## src/common/dino_pkg.sv

```systemverilog
package dino_pkg;

	// Screen coordinate widths for a 320x240 field
	localparam int X_W = 9;
	localparam int Y_W = 8;

	typedef logic [X_W-1:0] x_t;
	typedef logic [Y_W-1:0] y_t;
	typedef logic signed [9:0] vel_t; // Negative is upward
	typedef logic [15:0] score_t;

	localparam x_t SCREEN_W = 9'd320;

	// Fixed positions, rows grow downward
	localparam x_t DINO_X = 9'd52;
	localparam y_t GROUND_Y = 8'd109;
	localparam y_t OBS_Y = 8'd109;
	localparam x_t OBS_START = 9'd288;
	localparam x_t OBS_STEP = 9'd4; // Pixels per game tick

	// Same box for dinosaur and obstacle
	localparam x_t HB_W = 9'd20;
	localparam y_t HB_H = 8'd30;

	localparam vel_t JUMP_VEL = -10'sd10;
	localparam vel_t GRAVITY = 10'sd1;

	localparam int TICK_CYCLES = 64; // Clock cycles per game tick

	// 50 MHz / (115200 * 16)
	localparam int OS_DIV = 27;

	localparam logic [7:0] CMD_JUMP = 8'h4A; // ASCII J

	localparam int DIGITS = 3;

endpackage

```

## src/common/playfield_if.sv

```systemverilog
`timescale 1ns/1ps

interface playfield_if;

	logic game_tick; // Strobes from the referee
	logic new_round;
	logic respawn;

	dino_pkg::y_t dino_y;
	dino_pkg::x_t obstacle_x;
	logic obstacle_passed; // Same cycle as the crossing step

	modport referee (
		output game_tick, new_round, respawn,
		input dino_y, obstacle_x, obstacle_passed
	);

	modport dino (input game_tick, new_round, output dino_y);

	modport obstacle (
		input game_tick, new_round, respawn,
		output obstacle_x, obstacle_passed
	);

endinterface

```

## src/game/dino_physics.sv

```systemverilog
`timescale 1ns/1ps

module dino_physics (
	input logic Clock,
	input logic rst_n,
	input logic jump,
	playfield_if.dino pf
);

	logic in_air;
	dino_pkg::vel_t vel;
	logic signed [dino_pkg::Y_W+2:0] next_y; // Room for the sign and an overshoot

	assign next_y = $signed({3'b000, pf.dino_y}) + vel;

	always_ff @(posedge Clock) begin
		if (!rst_n) begin
			pf.dino_y <= dino_pkg::GROUND_Y;
			vel <= '0;
			in_air <= 1'b0;
		end else if (pf.new_round) begin
			pf.dino_y <= dino_pkg::GROUND_Y;
			vel <= '0;
			in_air <= 1'b0;
		end else if (jump && !in_air) begin
			// Row stays put until the next tick
			vel <= dino_pkg::JUMP_VEL;
			in_air <= 1'b1;
		end else if (pf.game_tick && in_air) begin
			if (next_y >= $signed({3'b000, dino_pkg::GROUND_Y})) begin
				pf.dino_y <= dino_pkg::GROUND_Y; // Landed
				vel <= '0;
				in_air <= 1'b0;
			end else begin
				pf.dino_y <= next_y[dino_pkg::Y_W-1:0];
				vel <= vel + dino_pkg::GRAVITY;
			end
		end
	end

	// Dinosaur never sinks below the ground line
	dino_above_ground: assert property (@(posedge Clock) disable iff (!rst_n)
		pf.dino_y <= dino_pkg::GROUND_Y);

endmodule

```

## src/game/obstacle_mover.sv

```systemverilog
`timescale 1ns/1ps

module obstacle_mover (
	input logic Clock,
	input logic rst_n,
	playfield_if.obstacle pf
);

	dino_pkg::x_t step_x;

	// Wrap back to the start column near the left edge
	assign step_x = (pf.obstacle_x <= dino_pkg::OBS_STEP) ? dino_pkg::OBS_START
		: pf.obstacle_x - dino_pkg::OBS_STEP;

	// A wrap never counts as a pass since step_x is then far right
	assign pf.obstacle_passed = pf.game_tick && (pf.obstacle_x > dino_pkg::DINO_X)
		&& (step_x <= dino_pkg::DINO_X);

	always_ff @(posedge Clock) begin
		if (!rst_n)
			pf.obstacle_x <= dino_pkg::OBS_START;
		else if (pf.new_round || pf.respawn)
			pf.obstacle_x <= dino_pkg::OBS_START;
		else if (pf.game_tick)
			pf.obstacle_x <= step_x;
	end

endmodule

```

## src/game/referee.sv

```systemverilog
`timescale 1ns/1ps

module referee (
	input logic Clock,
	input logic rst_n,
	input logic restart,
	playfield_if.referee pf,
	output dino_pkg::score_t score,
	output dino_pkg::score_t high_score,
	output logic game_over
);

	logic [$clog2(dino_pkg::TICK_CYCLES+1)-1:0] tick_cnt; // Counts down to the next tick
	logic collision;

	// Runs on during game over so the tick phase is kept
	always_ff @(posedge Clock) begin
		if (!rst_n)
			tick_cnt <= ($clog2(dino_pkg::TICK_CYCLES+1))'(dino_pkg::TICK_CYCLES);
		else if (tick_cnt == '0)
			tick_cnt <= ($clog2(dino_pkg::TICK_CYCLES+1))'(dino_pkg::TICK_CYCLES - 1);
		else
			tick_cnt <= tick_cnt - 1'b1;
	end

	assign pf.game_tick = (tick_cnt == '0) && !game_over;
	assign pf.new_round = restart; // Positions reset on the same edge as the score

	// Columns within HB_W, and dinosaur bottom at the obstacle top or lower
	assign collision = (dino_pkg::DINO_X + dino_pkg::HB_W >= pf.obstacle_x)
		&& (dino_pkg::DINO_X <= pf.obstacle_x + dino_pkg::HB_W)
		&& (pf.dino_y + dino_pkg::HB_H >= dino_pkg::OBS_Y);

	always_ff @(posedge Clock) begin
		if (!rst_n) begin
			game_over <= 1'b0;
			score <= '0;
			high_score <= '0;
			pf.respawn <= 1'b0;
		end else begin
			pf.respawn <= 1'b0;
			if (restart) begin
				game_over <= 1'b0; // High score survives a restart
				score <= '0;
			end else if (!game_over) begin
				if (collision) begin
					game_over <= 1'b1;
					if (score > high_score)
						high_score <= score;
				end else if (pf.obstacle_passed) begin
					score <= score + 1'b1;
					pf.respawn <= 1'b1;
				end
			end
		end
	end

	score_frozen: assert property (@(posedge Clock) disable iff (!rst_n)
		game_over && !restart |=> $stable(score));

endmodule

```

## src/hw/dino_game_top.sv

```systemverilog
`timescale 1ns/1ps

module dino_game_top (
	input logic Clock,
	input logic rst_n,
	input logic uart_rxd,
	input logic jump_key_n,
	input logic restart_key_n,
	output dino_pkg::y_t dino_y,
	output dino_pkg::x_t obstacle_x,
	output dino_pkg::score_t score,
	output dino_pkg::score_t high_score,
	output logic game_over,
	output logic [6:0] hex0,
	output logic [6:0] hex1,
	output logic [6:0] hex2,
	output logic [6:0] hex3,
	output logic [6:0] hex4,
	output logic [6:0] hex5
);

	logic rx_valid;
	logic [7:0] rx_data;
	logic jump;
	logic restart;

	playfield_if pf ();

	uart_rx u_uart_rx (
		.Clock(Clock),
		.rst_n(rst_n),
		.rxd(uart_rxd),
		.rx_valid(rx_valid),
		.rx_data(rx_data)
	);

	command_decoder u_command_decoder (
		.Clock(Clock),
		.rst_n(rst_n),
		.rx_valid(rx_valid),
		.rx_data(rx_data),
		.jump_key_n(jump_key_n),
		.restart_key_n(restart_key_n),
		.jump(jump),
		.restart(restart)
	);

	dino_physics u_dino_physics (.Clock(Clock), .rst_n(rst_n), .jump(jump), .pf(pf.dino));

	obstacle_mover u_obstacle_mover (.Clock(Clock), .rst_n(rst_n), .pf(pf.obstacle));

	referee u_referee (
		.Clock(Clock),
		.rst_n(rst_n),
		.restart(restart),
		.pf(pf.referee),
		.score(score),
		.high_score(high_score),
		.game_over(game_over)
	);

	score_display u_score_display (
		.score(score),
		.high_score(high_score),
		.hex0(hex0),
		.hex1(hex1),
		.hex2(hex2),
		.hex3(hex3),
		.hex4(hex4),
		.hex5(hex5)
	);

	assign dino_y = pf.dino_y;
	assign obstacle_x = pf.obstacle_x;

endmodule

```

## src/hw/score_display.sv

```systemverilog
`timescale 1ns/1ps

module score_display (
	input dino_pkg::score_t score,
	input dino_pkg::score_t high_score,
	output logic [6:0] hex0,
	output logic [6:0] hex1,
	output logic [6:0] hex2,
	output logic [6:0] hex3,
	output logic [6:0] hex4,
	output logic [6:0] hex5
);

	logic [dino_pkg::DIGITS-1:0][6:0] score_seg; // Ones first
	logic [dino_pkg::DIGITS-1:0][6:0] high_seg;

	// Segments g down to a, lit when low
	function automatic logic [6:0] seg7(input logic [3:0] digit);
		case (digit)
			4'd0: return 7'b1000000;
			4'd1: return 7'b1111001;
			4'd2: return 7'b0100100;
			4'd3: return 7'b0110000;
			4'd4: return 7'b0011001;
			4'd5: return 7'b0010010;
			4'd6: return 7'b0000010;
			4'd7: return 7'b1111000;
			4'd8: return 7'b0000000;
			4'd9: return 7'b0010000;
			default: return 7'b1111111;
		endcase
	endfunction

	always_comb begin
		dino_pkg::score_t s_rem;
		dino_pkg::score_t h_rem;
		s_rem = score;
		h_rem = high_score;
		for (int i = 0; i < dino_pkg::DIGITS; i++) begin
			score_seg[i] = seg7(4'(s_rem % 16'd10));
			high_seg[i] = seg7(4'(h_rem % 16'd10));
			s_rem = s_rem / 16'd10;
			h_rem = h_rem / 16'd10;
		end
	end

	assign hex0 = score_seg[0];
	assign hex1 = score_seg[1];
	assign hex2 = score_seg[2];
	assign hex3 = high_seg[0];
	assign hex4 = high_seg[1];
	assign hex5 = high_seg[2];

endmodule

```

## src/uart/command_decoder.sv

```systemverilog
`timescale 1ns/1ps

module command_decoder (
	input logic Clock,
	input logic rst_n,
	input logic rx_valid,
	input logic [7:0] rx_data,
	input logic jump_key_n,
	input logic restart_key_n,
	output logic jump,
	output logic restart
);

	// Bit 0 is the jump key and bit 1 the restart key.
	// Stages 0 and 1 synchronize, stage 2 keeps the previous level
	logic [2:0][1:0] key_sync;
	logic [1:0] key_press;

	assign key_press = key_sync[2] & ~key_sync[1]; // Falling edge, keys are active low

	always_ff @(posedge Clock) begin
		if (!rst_n) begin
			key_sync <= '1;
			jump <= 1'b0;
			restart <= 1'b0;
		end else begin
			key_sync <= {key_sync[1:0], {restart_key_n, jump_key_n}};
			jump <= key_press[0] || (rx_valid && rx_data == dino_pkg::CMD_JUMP);
			restart <= key_press[1];
		end
	end

endmodule

```

## src/uart/uart_rx.sv

```systemverilog
`timescale 1ns/1ps

module uart_rx (
	input logic Clock,
	input logic rst_n,
	input logic rxd,
	output logic rx_valid,
	output logic [7:0] rx_data
);

	logic [$clog2(dino_pkg::OS_DIV)-1:0] div_cnt;
	logic os_tick; // 16x the bit rate
	logic rxd_meta;
	logic rxd_sync;
	enum logic [1:0] {IDLE, START, DATA, STOP} state;
	logic [3:0] os_cnt; // Oversample ticks left in the current bit
	logic [2:0] bit_idx;
	logic [7:0] shift;

	always_ff @(posedge Clock) begin
		if (!rst_n) begin
			div_cnt <= '0;
			os_tick <= 1'b0;
		end else begin
			os_tick <= (div_cnt == dino_pkg::OS_DIV - 1);
			if (div_cnt == dino_pkg::OS_DIV - 1)
				div_cnt <= '0;
			else
				div_cnt <= div_cnt + 1'b1;
		end
	end

	// Line idles high
	always_ff @(posedge Clock) begin
		if (!rst_n) begin
			rxd_meta <= 1'b1;
			rxd_sync <= 1'b1;
		end else begin
			rxd_meta <= rxd;
			rxd_sync <= rxd_meta;
		end
	end

	always_ff @(posedge Clock) begin
		if (!rst_n) begin
			state <= IDLE;
			os_cnt <= '0;
			bit_idx <= '0;
			rx_valid <= 1'b0;
		end else begin
			rx_valid <= 1'b0;
			if (os_tick) begin
				case (state)
					IDLE: if (!rxd_sync) begin
						state <= START;
						os_cnt <= 4'd7; // Wait for the middle of the start bit
					end
					START: if (os_cnt != 4'd0)
						os_cnt <= os_cnt - 1'b1;
					else if (!rxd_sync) begin
						state <= DATA;
						os_cnt <= 4'd15;
						bit_idx <= '0;
					end else
						state <= IDLE; // Glitch, not a start bit
					DATA: if (os_cnt != 4'd0)
						os_cnt <= os_cnt - 1'b1;
					else begin
						os_cnt <= 4'd15;
						bit_idx <= bit_idx + 1'b1;
						if (bit_idx == 3'd7)
							state <= STOP;
					end
					STOP: if (os_cnt != 4'd0)
						os_cnt <= os_cnt - 1'b1;
					else begin
						rx_valid <= 1'b1;
						state <= IDLE;
					end
					default: state <= IDLE;
				endcase
			end
		end
	end

	// LSB arrives first
	always_ff @(posedge Clock) begin
		if (os_tick && state == DATA && os_cnt == 4'd0)
			shift <= {rxd_sync, shift[7:1]};
		if (os_tick && state == STOP && os_cnt == 4'd0)
			rx_data <= shift;
	end

endmodule

```

## config.mk

```make
export PLATFORM = sky130hd
export DESIGN_NAME = dino_game_top
export DESIGN_NICKNAME = d
export VERILOG_FILES = /design/src/common/dino_pkg.sv /design/src/common/playfield_if.sv /design/src/game/dino_physics.sv /design/src/game/obstacle_mover.sv /design/src/game/referee.sv /design/src/hw/dino_game_top.sv /design/src/hw/score_display.sv /design/src/uart/command_decoder.sv /design/src/uart/uart_rx.sv
export SDC_FILE = /design/constraint.sdc
export NUM_CORES = 1
export LEC_CHECK = 0
export BUFFER_PORTS_ARGS = -buffer_cell sky130_fd_sc_hd__buf_2
export CAP_MARGIN = 20
export CORE_MARGIN = 2
export CORE_UTILIZATION = 43
export DETAILED_ROUTE_END_ITERATION = 10
export PLACE_DENSITY_LB_ADDON = 0.25
export SYNTH_ARGS = -nofsm -noshare
export SYNTH_HDL_FRONTEND = slang
export SYNTH_SLANG_ARGS = --single-unit
```

## constraint.sdc

```tcl
create_clock -name Clock -period 8.7 [get_ports Clock]
set_input_delay 1.74 -clock Clock [delete_from_list [all_inputs] [get_ports Clock]]
set_output_delay 1.74 -clock Clock [all_outputs]
set_load 0.01 [all_outputs]
```

After elaboration in Yosys (flattened, before gate mapping)
Memory sizes are Yosys's and may differ from the RTL's.
Index checks and enable logic that the tools add are counted.
W data, S select, Z words.
Operators by class
  reductions and logical operators: 36
  $lt $le $gt $ge: 8
  multipliers: 0
  bitwise operators: 7
  muxes and demuxes: 30
  shift-type cells: 0
  equal/unequal tests: 14
  add/sub/neg operators: 10
  divide/modulo/power cells: 10
Operators with widths (count)
  $mod A16 B4 Y16 const B: 6
  $div A16 B4 Y16 const B: 4
  $mux W10: 3
  $mux W4: 5
  $add A16 B1 Y16 const B: 1
  $gt A16 B16 Y1: 1
  $pmux W4 S4: 1
  $logic_and A1 B1 Y1: 12
  $mux W2: 6
  $add A9 B10 Y11: 1
  $ge A11 B8 Y1 const B: 1
  $add A10 B2 Y10 const B: 1
  $ne A2 B2 Y1 const B: 5
  $add A9 B5 Y9 const B: 1
  $ge A7 B9 Y1 const A: 1
  $gt A9 B6 Y1 const B: 1
  $le A6 B9 Y1 const A: 1
  $le A9 B3 Y1 const B: 1
  $le A9 B6 Y1 const B: 1
  $mux W3: 3
  $mux W9: 1
  $sub A9 B3 Y9 const B: 1
  $add A8 B5 Y8 const B: 1
  $eq A8 B7 Y1 const B: 1
  34 further kinds: 55
Storage, ports and cells
  output and inout port bits: 92
  bits in latches: 0
  ROM bits: 672
  bits in writable memories: 0
  memories kept: 6
  flip-flop bits (word level): 111
  bits of input ports: 5
Memory list
  (name not given): words 16, bits a word 7, rd ports 1, clocked after memory_dff 0, wr ports 0, RTL line score_display.sv:19  | case (digit)
  (name not given): words 16, bits a word 7, rd ports 1, clocked after memory_dff 0, wr ports 0, RTL line score_display.sv:19
  (name not given): words 16, bits a word 7, rd ports 1, clocked after memory_dff 0, wr ports 0, RTL line score_display.sv:19
  (name not given): words 16, bits a word 7, rd ports 1, clocked after memory_dff 0, wr ports 0, RTL line score_display.sv:19
  (name not given): words 16, bits a word 7, rd ports 1, clocked after memory_dff 0, wr ports 0, RTL line score_display.sv:19
  (name not given): words 16, bits a word 7, rd ports 1, clocked after memory_dff 0, wr ports 0, RTL line score_display.sv:19

Depth between registers and ports, before layout
  depth in word-level cells: 6
  mapped depth: 37

By module
A second synthesis with hierarchy kept.
Second synthesis, totals
  cell total of the unflattened synthesis: 2263
  area total of the unflattened synthesis: 16614.7 µm²
Modules (own cells, without submodules)
  score_display: cells each 1583, sequential area each 0.0 µm², instances 1, area an instance 10455.0 µm²
  referee: cells each 303, sequential area each 820.8 µm², instances 1, area an instance 2541.2 µm²
  uart_rx: cells each 123, sequential area each 840.8 µm², instances 1, area an instance 1436.4 µm²
  dino_physics: cells each 162, sequential area each 380.4 µm², instances 1, area an instance 1345.0 µm²
  obstacle_mover: cells each 72, sequential area each 180.2 µm², instances 1, area an instance 580.6 µm²
  command_decoder: cells each 20, sequential area each 160.2 µm², instances 1, area an instance 256.5 µm²

Worst setup path before layout
OpenSTA, ideal clock, no wires.
  kind: flip-flop to output port
  start point: register u_referee.high_score[13]
  end point: output hex5[5]
  arrival time: 7.660 ns
  slack: -0.700 ns
  cell stages (with the launch flop): 31
  path buffers: 3
  cells stage by stage: dfxtp_1 -> clkbuf_1 -> nor4bb_1 -> o211ai_1 -> o221ai_1 -> clkbuf_1 -> a2111oi_0 -> a311o_1 -> nor2_1 -> mux2i_2 -> mux2_2 -> maj3_1 -> o2111ai_2 -> and2_1 -> buf_2 -> nor2_1 -> o21ai_1 -> inv_1 -> xnor2_1 -> ha_1 -> o21ai_0 -> o41ai_4 -> mux2_2 -> o31ai_4 -> o21bai_4 -> xnor2_1 -> ha_1 -> o22ai_1 -> a31oi_2 -> and2_1 -> o31ai_1
Between the ends
  word-level cells in the longest chain between the ends: 4
RTL lines
  from (decl): RTL line referee.sv:9  | output dino_pkg::score_t high_score,
  from (signal assigned): RTL line referee.sv:49  | high_score <= score;
  $div A16 B4 Y16 (2 in series): RTL line score_display.sv:43  | h_rem = h_rem / 16'd10;
  $mod A16 B4 Y16: RTL line score_display.sv:41  | high_seg[i] = seg7(4'(h_rem % 16'd10));
  $mem_v2 Z16 W7
  to (decl): RTL line dino_game_top.sv:19  | output logic [6:0] hex5
Every way passes these cells.

Worst setup path after layout
  start point: register u_referee.score[12]
  end point: output hex2[6]
Between the ends
  word-level cells in the longest chain between the ends: 4
RTL lines
  from (decl): RTL line referee.sv:8  | output dino_pkg::score_t score,
  from (signal assigned): RTL line referee.sv:51  | score <= score + 1'b1;
  $div A16 B4 Y16 (2 in series): RTL line score_display.sv:42  | s_rem = s_rem / 16'd10;
  $mod A16 B4 Y16: RTL line score_display.sv:40  | score_seg[i] = seg7(4'(s_rem % 16'd10));
  $mem_v2 Z16 W7
  to (decl): RTL line dino_game_top.sv:16  | output logic [6:0] hex2,
Every way passes these cells.

==> flow_summary_export.csv <==
group,metric,value,unit
synthesis,synth_top_area_share,12.6,%
sta,hold_violations,0,
hold_path,min_path_type,"register to register",
die,io_pins,97,
power_and_ir_drop,total_leakage_power,8.83,nW
critical_path,criticalPathCategory,"register to primary output",
clock_tree,cts_num_sinks,111,
synthesis,async_reset_ff_share,0,%
sta,tightest_slew,1040,ps
critical_path,crit_slowest_cell,"or3_4",
critical_path,cp_common_cell,"buf_6",
sta,maxSlewViolCount,0,
die,start_util,43.7,%
route,drt_first_pass_iters,7,
critical_path,slowest_delay,420,ps
cells_and_area,areaGrowthSynthToFinish,45.0,%
sta,timing.fmax,110,MHz
sta,setup_viol,11,
critical_path,critPathMaxFanout,6,
outcome,outcome,"finished, violations left",
clock_tree,cts.htree.levels,3,
grt,overflow,0,
synthesis,syn_area,15100,um^2
cells_and_area,fin_nets,2635,
sta,rsz0062_at_grt,"yes",
sta,post-route-period-util,104,%
clock_tree,ctsHoldBuffers,0,
critical_path,crit_buf_inv,10,
critical_path,arrival,7320,ps
cells_and_area,instances_no_fill,3001,
synthesis,synth_common_cells,"242 x nor2_1, 158 x nand2_1, 157 x a21oi_1, 122 x o21ai_0, 95 x dfxtp_1",
grt,grt_pass1_wl,81200,um
sta,period_minus_slack,9060,ps
synthesis,synth-main-ff-cell,"dfxtp_1",
placement,post-place-cells,2855,
clock_tree,clk_path_buf_depth,2,
route,via_per_inst,6.13,
synthesis,synth_area_leaders,"dfxtp_1 13%, ha_1 7.3%, nor2_1 6.0%",
route,drc,0,
critical_path,cpLargestDelayFamily,"compound AO/OA/AOI/OAI gates",
power_and_ir_drop,peakVddDrop,0.0932,mV
critical_path,required,6960,ps
synthesis,syn_inst,2107,
synthesis,synth-edff-count,16,
route,vias,18400,
power_and_ir_drop,switching_share,28.0,%
route,drt_iter0_drc,1256,
placement,dp_hpwl,36400,um
power_and_ir_drop,p_switching,0.305,mW
route,antenna_left,0,
route,routed_wl,53000,um
power_and_ir_drop,combPwrFrac,8.6,%
sta,fin_setup_tns,-2620,ps
die,core,34600,um^2
clock_tree,clkTransAtPathRegs,80,ps
placement,io_buffers,96,
synthesis,synth_seq_area_share,15.7,%
route,wl_per_cell,17.7,um
power_and_ir_drop,power_density,49.6,nW/um^2
cells_and_area,layout-drive-gt1-share,37.0,%
critical_path,startpoint_type,"register",
synthesis,synth_warnings,0,
synthesis,synth_seq_cells,111,
clock_tree,clk_latency,370,ps
cells_and_area,antenna_cells,0,
critical_path,end_kind,"primary output",
die,rows,68,
power_and_ir_drop,intPower,0.784,mW
sta,finClkSkew,10.8,ps
synthesis,synth_nets,2201,
power_and_ir_drop,pwr-share-seq,50.4,%
clock_tree,cts_tree,"yes",
die,dieArea,36700,um^2
die,fp.dieW,192,um
clock_tree,root_buffer,"clkbuf_16",
grt,grt_antenna_before_repair,0,
synthesis,synth_largest_area_cell,"dfxtp_1",
synthesis,synth.distinct_cells,120,
grt,grt_usage,26.1,%
placement,gp_congestion,0.916,
synthesis,yosysMostFrequentCell,"nor2_1",
grt,grt_max_degree,32,
outcome,violations,"setup timing",
sta,slew_headroom,30.8,%
synthesis,avgSynthCellArea,7.19,um^2
sta,fin_ws,-363,ps
clock_tree,cts_made_buffers,9,
flow_run,drv_cap,0,
power_and_ir_drop,clkPwrFrac,41.0,%
placement,place_ws,-189,ps
grt,grt_pass1_vias,16900,
die,die_h,192,um
power by group through the flow:
stage / sequential (mW) / clock [mW] / combinational, mW
after floorplan: 0.556 / 0 / 0.0739
after global placement: 0.561 / 0 / 0.0860
after CTS: 0.549 / 0.456 / 0.0904
after detailed placement: 0.562 / 0 / 0.0892
after global routing: 0.551 / 0.473 / 0.107
final: 0.549 / 0.446 / 0.0937
repair_timing:
item / 4_1_cts / 5_1_grt
gates resized for setup: 150 / 238
pin swaps: 71 / 99
setup buffers: 63 / 68
gates cloned: 1 / 1
endpoints found under the setup margin: 25 / 34
final cells by class:
class                      count  area [um^2]
clock buffer                   9          225
clock inverter                 7          104
fill                        2738        12700
inverter                      97          364
multi-input combinational   1769        14100
sequential                   111         2420
tap                          455          569
timing repair buffer         553         4190
worst paths after layout:
kind | start | endpoint | slack [ps] | cells past startpoint
setup / recovery | u_referee.score[12] | hex2[6] | -360 | 33
hold / removal | u_command_decoder.key_sync[1] | u_command_decoder.key_sync[3] | 410 | 1
setup reg to reg | u_dino_physics.pf.dino_y[1] | u_referee.score[15] | 4230 | 16
hold reg to reg | u_command_decoder.key_sync[1] | u_command_decoder.key_sync[3] | 410 | 1
cell usage in the layout (no fill, tap or decap), types with 38 or more instances in the layout:
master    netlist  layout
nand3_1        68      64
inv_1          86      78
o21ai_0       122      99
nand2_1       158     149
mux2i_1        44      38
xnor2_1        64      51
nor2_1        242     220
ha_1           88      77
nor3_1         78      65
a21oi_1       157     143
dfxtp_1        95      84
buf_4          10     416
nand2b_1       43      38
buf_2          25      96
state kept, by name (all words and copies together), names as in the netlist, 3 cells and up, named ones only:
name                            flops
u_uart_rx.bit_idx                   3
u_dino_physics.pf.dino_y            8
u_referee.score                    16
u_uart_rx.div_cnt                   5
u_command_decoder.key_sync          6
u_obstacle_mover.pf.obstacle_x      9
u_uart_rx.rx_data                   8
u_referee.high_score               16
u_uart_rx.os_cnt                    4
u_referee.tick_cnt                  7
u_uart_rx.shift                     8
u_dino_physics.vel                 10
metal layers:
layer  track usage [%]  part of all wire (%)
met5                 0                     0
met2              46.0                    50
met3              2.92                   4.4
met1              34.0                    43
met4              6.09                   2.3
through the flow:
step / hold slack (ps) / power, mW / util, % / instance area (um^2)
after global placement: 388 / 0.647 / 53.7 / 18600
final: 405 / 1.09 / 63.4 / 22000
after global routing: 429 / 1.13 / 63.4 / 22000
after floorplan: 386 / 0.630 / - / 15700
after CTS: 406 / 1.10 / 58.2 / 20200
after detailed placement: 398 / 0.651 / 53.7 / 18600
cells by family after synthesis:
family | Yosys count | share of synthesized area, %
adder cells (fa/ha/maj) | 91 | 7.53
XOR/XNOR | 80 | 4.72
flip-flops | 111 | 15.7
AO/OA/AOI/OAI | 734 | 34.9
multiplexers | 61 | 4.23
buffers and inverters | 228 | 6.70
AND/OR/NAND/NOR | 802 | 26.2
(Power assumes the default switching activity.)
